`src/dzPkg.sv`:
```
// Shared definitions for the DZ11-style transmit register block
// Line count and line number width
// APB register offsets and CSR field positions
// Scanner state encoding
`default_nettype none

package dzPkg;

   ////////////////////////////////////////
   // Line geometry
   ////////////////////////////////////////

   // Eight serial lines per multiplexer
   localparam int numLines = 8;

   // Bits needed to name one line
   localparam int lineW = 3;

   ////////////////////////////////////////
   // Register map
   ////////////////////////////////////////

   // Byte offsets, low four address bits only
   localparam logic [3:0] csrOffset = 4'h0;
   localparam logic [3:0] tcrOffset = 4'h4;
   localparam logic [3:0] tdrOffset = 4'h8;

   ////////////////////////////////////////
   // CSR fields
   ////////////////////////////////////////

   // Self-clearing clear request, low byte
   localparam int csrClrBit = 4;

   // Master scan enable, low byte
   localparam int csrMseBit = 5;

   // Transmit line field, three bits starting here
   localparam int csrTlineLsb = 8;

   // Transmit interrupt enable, high byte
   localparam int csrTieBit = 14;

   // Transmit ready status, read only
   localparam int csrTrdyBit = 15;

   // Scanner states
   typedef enum logic [1:0] {
      scanIdle,
      scanSearch,
      scanReady,
      scanSend
   } ScanState;

endpackage

`default_nettype wire

```
`src/dzApbCtrl.sv`:
```
// APB4 slave front end for the DZ register block
// Setup tracking so each transfer acts once
// Write strobes and byte lanes for CSR, TCR and TDR
// Read multiplexer and error response
`timescale 1ns/10ps
`default_nettype none

module dzApbCtrl (
   input  wire         clk,
   input  wire         rst,
   input  wire         psel,
   input  wire         penable,
   input  wire         pwrite,
   input  wire  [3:0]  paddr,
   input  wire  [15:0] pwdata,
   input  wire  [1:0]  pstrb,
   input  wire  [15:0] csrValue,
   input  wire  [15:0] tcrValue,
   output logic [31:0] prdata,
   output logic        pready,
   output logic        pslverr,
   output logic        csrWrite,
   output logic        tcrWrite,
   output logic        tdrWrite,
   output logic        loByte,
   output logic        hiByte,
   output logic [15:0] wrData
);

   logic isCsr;
   logic isTcr;
   logic isTdr;
   logic mapped;
   logic armed;
   logic wrAccess;

   // Offset decode
   assign isCsr  = (paddr == dzPkg::csrOffset);
   assign isTcr  = (paddr == dzPkg::tcrOffset);
   assign isTdr  = (paddr == dzPkg::tdrOffset);
   assign mapped = isCsr | isTcr | isTdr;

   // Never stall, zero wait states
   assign pready = 1'b1;

   ////////////////////////////////////////
   // Phase tracking
   ////////////////////////////////////////

   // Armed by SETUP, consumed by ACCESS
   // Error flag lines up with the ACCESS cycle
   always_ff @(posedge clk or posedge rst)
   begin
      if (rst)
      begin
         armed   <= 1'b0;
         pslverr <= 1'b0;
      end
      else
      begin
         armed   <= psel & ~penable;
         pslverr <= psel & ~penable & ~mapped;
      end
   end

   // Write in ACCESS, acted on at its closing edge
   assign wrAccess = psel & penable & pwrite & armed;

   ////////////////////////////////////////
   // Write strobes
   ////////////////////////////////////////

   assign csrWrite = wrAccess & isCsr;
   assign tcrWrite = wrAccess & isTcr;
   assign tdrWrite = wrAccess & isTdr;

   // Lane 0 low byte, lane 1 high byte
   assign loByte = wrAccess & pstrb[0];
   assign hiByte = wrAccess & pstrb[1];
   assign wrData = pwdata;

   // Read mux, upper half always zero
   always_comb
   begin
      prdata = '0;
      if (psel & penable & ~pwrite)
      begin
         if (isCsr)
            prdata[15:0] = csrValue;
         else if (isTcr)
            prdata[15:0] = tcrValue;
         // TDR is write only and reads zero
      end
   end

endmodule

`default_nettype wire

```
`src/dzCsr.sv`:
```
// CSR control bits for the transmit block
// Scan enable, interrupt enable, one-cycle clear pulse
// Read value assembly and registered interrupt
`timescale 1ns/10ps
`default_nettype none

module dzCsr (
   input  wire         clk,
   input  wire         rst,
   input  wire         devReset,
   input  wire         csrWrite,
   input  wire         loByte,
   input  wire         hiByte,
   input  wire  [15:0] wrData,
   input  wire         trdy,
   input  wire  [2:0]  tline,
   output logic        csrClr,
   output logic        mse,
   output logic [15:0] csrValue,
   output logic        irq
);

   logic tie;

   always_ff @(posedge clk or posedge rst)
   begin
      if (rst)
      begin
         mse    <= 1'b0;
         tie    <= 1'b0;
         csrClr <= 1'b0;
         irq    <= 1'b0;
      end
      else
      begin
         // Pulse lasts a single cycle
         csrClr <= 1'b0;
         // Interrupt trails transmit ready by one cycle
         irq    <= trdy & tie;
         if (devReset | csrClr)
         begin
            mse <= 1'b0;
            tie <= 1'b0;
         end
         else if (csrWrite)
         begin
            if (loByte)
            begin
               mse    <= wrData[dzPkg::csrMseBit];
               csrClr <= wrData[dzPkg::csrClrBit];
            end
            if (hiByte)
               tie <= wrData[dzPkg::csrTieBit];
         end
      end
   end

   // Own bits plus scanner status
   always_comb
   begin
      csrValue = '0;
      csrValue[dzPkg::csrClrBit] = csrClr;
      csrValue[dzPkg::csrMseBit] = mse;
      csrValue[dzPkg::csrTlineLsb +: dzPkg::lineW] = tline;
      csrValue[dzPkg::csrTieBit] = tie;
      csrValue[dzPkg::csrTrdyBit] = trdy;
   end

endmodule

`default_nettype wire

```
`src/dzTcr.sv`:
```
// Transmit control register
// Low byte line enables, high byte data terminal ready
// Byte-lane writes, clear and device reset handling
`timescale 1ns/10ps
`default_nettype none

module dzTcr (
   input  wire         clk,
   input  wire         rst,
   input  wire         devReset,
   input  wire         csrClr,
   input  wire         tcrWrite,
   input  wire         loByte,
   input  wire         hiByte,
   input  wire  [15:0] wrData,
   output logic [15:0] tcrValue
);

   logic [7:0] lineEn;
   logic [7:0] dtr;

   always_ff @(posedge clk or posedge rst)
   begin
      if (rst)
      begin
         lineEn <= '0;
         dtr    <= '0;
      end
      else if (devReset)
      begin
         // Bus reset drops everything
         lineEn <= '0;
         dtr    <= '0;
      end
      else if (csrClr)
      begin
         // DTR survives a CSR clear
         lineEn <= '0;
      end
      else if (tcrWrite)
      begin
         if (loByte)
            lineEn <= wrData[7:0];
         if (hiByte)
            dtr <= wrData[15:8];
      end
   end

   assign tcrValue = {dtr, lineEn};

endmodule

`default_nettype wire

```
`src/dzTop.sv`:
```
// Top level of the DZ transmit register block
// APB front end, CSR, TCR and line scanner
// Transmit port and interrupt request
`timescale 1ns/10ps
`default_nettype none

module dzTop (
   input  wire         clk,
   input  wire         rst,
   input  wire         devReset,
   input  wire         psel,
   input  wire         penable,
   input  wire         pwrite,
   input  wire  [3:0]  paddr,
   input  wire  [31:0] pwdata,
   input  wire  [3:0]  pstrb,
   output logic [31:0] prdata,
   output logic        pready,
   output logic        pslverr,
   output logic        txValid,
   output logic [2:0]  txLine,
   output logic [7:0]  txData,
   input  wire         txReady,
   output logic        irq
);

   // Bus side strobes
   logic        csrWrite;
   logic        tcrWrite;
   logic        tdrWrite;
   logic        loByte;
   logic        hiByte;
   logic [15:0] wrData;

   // Register values and status
   logic [15:0] csrValue;
   logic [15:0] tcrValue;
   logic        csrClr;
   logic        mse;
   logic        trdy;
   logic [2:0]  tline;

   ////////////////////////////////////////
   // Bus interface
   ////////////////////////////////////////

   // Only the low half word and lanes 0 and 1 carry register data
   dzApbCtrl u_dzApbCtrl (
      .clk      (clk),
      .rst      (rst),
      .psel     (psel),
      .penable  (penable),
      .pwrite   (pwrite),
      .paddr    (paddr),
      .pwdata   (pwdata[15:0]),
      .pstrb    (pstrb[1:0]),
      .csrValue (csrValue),
      .tcrValue (tcrValue),
      .prdata   (prdata),
      .pready   (pready),
      .pslverr  (pslverr),
      .csrWrite (csrWrite),
      .tcrWrite (tcrWrite),
      .tdrWrite (tdrWrite),
      .loByte   (loByte),
      .hiByte   (hiByte),
      .wrData   (wrData)
   );

   ////////////////////////////////////////
   // Registers and scanner
   ////////////////////////////////////////

   dzCsr u_dzCsr (
      .clk      (clk),
      .rst      (rst),
      .devReset (devReset),
      .csrWrite (csrWrite),
      .loByte   (loByte),
      .hiByte   (hiByte),
      .wrData   (wrData),
      .trdy     (trdy),
      .tline    (tline),
      .csrClr   (csrClr),
      .mse      (mse),
      .csrValue (csrValue),
      .irq      (irq)
   );

   dzTcr u_dzTcr (
      .clk      (clk),
      .rst      (rst),
      .devReset (devReset),
      .csrClr   (csrClr),
      .tcrWrite (tcrWrite),
      .loByte   (loByte),
      .hiByte   (hiByte),
      .wrData   (wrData),
      .tcrValue (tcrValue)
   );

   // Line enables come from the TCR low byte
   dzTxScan u_dzTxScan (
      .clk        (clk),
      .rst        (rst),
      .devReset   (devReset),
      .csrClr     (csrClr),
      .mse        (mse),
      .lineEnable (tcrValue[7:0]),
      .tdrWrite   (tdrWrite),
      .loByte     (loByte),
      .wrData     (wrData[7:0]),
      .txReady    (txReady),
      .trdy       (trdy),
      .tline      (tline),
      .txValid    (txValid),
      .txLine     (txLine),
      .txData     (txData)
   );

endmodule

`default_nettype wire

```
`src/dzTxScan.sv`:
```
// Transmit line scanner
// Round-robin search over enabled lines
// Transmit ready and line status for the CSR
// TDR capture and valid/ready output handshake
`timescale 1ns/10ps
`default_nettype none

module dzTxScan (
   input  wire                        clk,
   input  wire                        rst,
   input  wire                        devReset,
   input  wire                        csrClr,
   input  wire                        mse,
   input  wire  [dzPkg::numLines-1:0] lineEnable,
   input  wire                        tdrWrite,
   input  wire                        loByte,
   input  wire  [7:0]                 wrData,
   input  wire                        txReady,
   output logic                       trdy,
   output logic [2:0]                 tline,
   output logic                       txValid,
   output logic [2:0]                 txLine,
   output logic [7:0]                 txData
);

   dzPkg::ScanState state;

   // Line under examination and held while ready or sending
   logic [dzPkg::lineW-1:0] ptr;

   logic take;

   // Character accepted only while offering a line
   assign take = (state == dzPkg::scanReady) & tdrWrite & loByte;

   ////////////////////////////////////////
   // Scanner FSM
   ////////////////////////////////////////

   always_ff @(posedge clk or posedge rst)
   begin
      if (rst)
      begin
         state <= dzPkg::scanIdle;
         ptr   <= '0;
      end
      else if (devReset | csrClr)
      begin
         // Pending character is abandoned
         state <= dzPkg::scanIdle;
      end
      else
      begin
         unique case (state)
            dzPkg::scanIdle:
               if (mse)
                  state <= dzPkg::scanSearch;
            dzPkg::scanSearch:
               if (!mse)
                  state <= dzPkg::scanIdle;
               else if (lineEnable[ptr])
                  state <= dzPkg::scanReady;
               else
                  ptr <= ptr + 3'd1;
            dzPkg::scanReady:
               if (take)
                  state <= dzPkg::scanSend;
            dzPkg::scanSend:
               if (txReady)
               begin
                  // Resume after the line just served and wrap at eight
                  ptr   <= ptr + 3'd1;
                  state <= dzPkg::scanSearch;
               end
            default:
               state <= dzPkg::scanIdle;
         endcase
      end
   end

   // Character register
   always_ff @(posedge clk)
   begin
      if (take)
         txData <= wrData;
   end

   // Status and output port
   assign trdy    = (state == dzPkg::scanReady);
   assign txValid = (state == dzPkg::scanSend);
   assign tline   = ptr;
   assign txLine  = ptr;

endmodule

`default_nettype wire

```
`config.mk`:
```
export PLATFORM = sky130hd
export DESIGN_NAME = dzTop
export DESIGN_NICKNAME = d
export VERILOG_FILES = /design/src/dzPkg.sv /design/src/dzApbCtrl.sv /design/src/dzCsr.sv /design/src/dzTcr.sv /design/src/dzTop.sv /design/src/dzTxScan.sv
export SDC_FILE = /design/constraint.sdc
export NUM_CORES = 1
export LEC_CHECK = 0
export ABC_AREA = 1
export BUFFER_PORTS_ARGS = -buffer_cell sky130_fd_sc_hd__buf_2
export CAP_MARGIN = 10
export CELL_PAD_IN_SITES_DETAIL_PLACEMENT = 0
export CELL_PAD_IN_SITES_GLOBAL_PLACEMENT = 2
export CORE_ASPECT_RATIO = 1.75
export CORE_MARGIN = 2
export CORE_UTILIZATION = 26
export DETAILED_ROUTE_END_ITERATION = 10
export GPL_TIMING_DRIVEN = 0
export PLACE_DENSITY = 0.92
export SKIP_LAST_GASP = 1
export SYNTH_ARGS = -nofsm -noshare
export SYNTH_HDL_FRONTEND = slang
export SYNTH_SLANG_ARGS = --single-unit
export TNS_END_PERCENT = 5
```
`constraint.sdc`:
```
create_clock -name clk -period 2.12 [get_ports clk]
set_input_delay 0.318 -clock clk [delete_from_list [all_inputs] [get_ports clk]]
set_output_delay 0.318 -clock clk [all_outputs]
set_load 0.03 [all_outputs]
```
==> results.ini <==
[grt]
grt_antenna_before_repair=0
grt_pass1_wl_mm=8.60
grt_overflow=0
grt.total_usage=0.127
grt_start_max_net_pins=28
grt_pass1_vias=1818

[sta]
rsz0062_at_grt=no
finalHoldViolations=0
worst_pin_slew_ns=0.662
period_minus_slack_ns=1.91
min_period_over_period=0.899
slew_headroom=0.558
report.final.slew_viol_count=0
setup-tns-final_ns=0
final.setup_skew_ns=0.00414
fmax_mhz=524
setup_viol=0

[route]
ant_nets=0
drtIter0Drc=86
drc=0
num_vias=1807
drtPass1Iterations=5
avgRoutedWirePerCell_um=12.4
routed_wl_mm=5.20
vias_per_cell=4.32

[synth]
synth_area_um2=2090
synth.largest_area_cell=dfrtp_1
avgSynthCellArea_um2=8.49
syn_inst=246
ys_async_sr_fraction=0.771
synthTopCellsByArea=dfrtp_1 (32%), edfxtp_1 (11%), nand2_1 (8.1%), inv_1 (6.6%), buf_4 (6.1%)
synth_edf_count=8
yosysSeqAreaShare=0.438
yosysMostFrequentCell=nand2_1
synth_top_area_share=0.323
ys_ff_latch=35
synth_common_cells=nand2_1 (45), inv_1 (37), dfrtp_1 (27), nand3_1 (25), buf_4 (17)
synth_cell_type_count=32
ys.warnings.count=0
synth_flop_cell=dfrtp_1

[power]
peakVddDrop_v=0.000351
seqPwrFrac=0.376
p_comb_frac=0.307
pwr-share-clk=0.317
p_int_w=0.00142
p_total_w=0.00221
switching_share=0.356
power_density_nw_per_um2=814
p_sw_w=0.000787
leakage_nw=1.39

[clocking]
cts.sinks=35
clock-root-buffer=clkbuf_16
cts_resized=0
cts_buffers=5
hold_buffers=0
post-cts-setup-buffers=0
clk_path_buf_depth=2
cts.clk_slew.worst_paths_ns=0.06
insertion_delay_ns=0.28
cts_tree=built
htree_levels=2

[status]
outcome=finished, final reports clean

[run]
drv_cap=0

[critical_path]
cp_max_fo=7
ff2ff_setup_slack_ns=0.23
cp-end-kind=primary output
path_class=reg2out
critPathArrivalTime_ns=1.59
rr_worst_depth=9
crit_required_ns=1.80
start_kind=flop

[place]
place_hpwl_mm=4.16
place.gp.congestion=0.791
port_buffers=58

[layout]
nets=379
fin_util=0.346
diodes=0
area_delta_synth_final_pct=30.0
drive_above_1_share=0.348

[worst_hold_path]
hold_class=in2async

[floorplan]
core-area_um2=7860
chipWidth_um=71.8
initial_core_util=0.266
die_area_um2=8800
chipHeight_um=123
rows=43
ios=94

==> metrics by stage <==
stage	setup WS, ns	cells	hold WS (ns)	area (µm²)
final	0.213	418	0.132	2720
after global routing	0.0453	418	0.177	2720
after CTS	0.181	417	0.225	2690
after detailed placement	0.182	409	0.486	2550
after global placement	0.243	409	0.485	2550
after floorplan	0.301	261	0.371	2150
==> flip-flops by register name, indices dropped and copies added, names as in the netlist <==
signal / count
u_dzTcr.lineEn: 8
u_dzCsr.irq: 1
u_dzTxScan.tline: 3
u_dzCsr.tie: 1
u_dzApbCtrl.armed: 1
u_dzTxScan.txData: 8
u_dzTcr.dtr: 8
u_dzTxScan.state: 2
u_dzCsr.mse: 1
u_dzCsr.csrClr: 1
u_dzApbCtrl.pslverr: 1
==> power by group through the flow <==
stage | Clock, W | Sequential [W] | Combinational [W]
after floorplan | 0 | 0.000872 | 0.000468
after global placement | 0 | 0.000842 | 0.000678
after detailed placement | 0 | 0.000849 | 0.000679
after CTS | 0.000717 | 0.000836 | 0.000683
after global routing | 0.000741 | 0.000846 | 0.000770
final | 0.000702 | 0.000830 | 0.000679
==> area by class of cell <==
type                            count  area, µm²
Clock inverter                      3       15.0
Clock buffer                        5        125
Buffer                             21        160
Tap cell                           90        113
Inverter                           42        163
Timing Repair Buffer               59        318
Sequential cell                    35        916
Multi-Input combinational cell    163        907
Fill cell                         825       5140
==> routing by layer <==
metal | track usage | vias to the layer above | routed length [µm]
li1 | - | 915 | -
met1 | 0.138 | 816 | 1990
met2 | 0.231 | 69 | 2770
met3 | 0.0213 | 7 | 295
met4 | 0.0660 | 0 | 141
met5 | 0 | - | 0
==> worst max-delay path: stages, from the launching register on <==
cell and delay [ns]:
dfrtp_1 0.41, inv_1 0.09, ha_1 0.31, nand2_1 0.10, a21oi_1 0.18, buf_2 0.22
==> cells by family after synthesis <==
logic type,Yosys count,share of synthesized area
other,2,0.00359
AND/OR/NAND/NOR,109,0.274
flip-flops,35,0.438
adder cells (fa/ha/maj),5,0.0299
AO/OA/AOI/OAI,30,0.0910
buffers and inverters,63,0.154
XOR/XNOR,2,0.00838
==> placed cells by master, fill, tap and decap left out, types with 4 or more instances in the layout <==
cell type / count
buf_2: 60
inv_1: 37
nor3_1: 9
nor2_1: 9
dfrtp_1: 27
nand2_1: 45
ha_1: 5
o21ai_1: 4
edfxtp_1: 8
nand2_2: 5
nor2_4: 4
clkbuf_16: 5
o22ai_1: 7
o21ai_0: 6
inv_2: 4
buf_4: 17
conb_1: 17
nand3_1: 25
a21oi_1: 9
==> worst paths after layout <==
check                                          from                   end
worst min register to register          u_dzCsr.tie           u_dzCsr.irq
worst max register to register  u_dzTxScan.state[0]   u_dzTxScan.state[1]
min in group clk                          pwdata[2]  u_dzTxScan.txData[2]
worst max-delay path            u_dzTxScan.state[0]            prdata[15]
worst min-delay path                            rst           u_dzCsr.tie
max in group asynchronous                       rst           u_dzCsr.mse
Power figures use the tool's default switching activity.
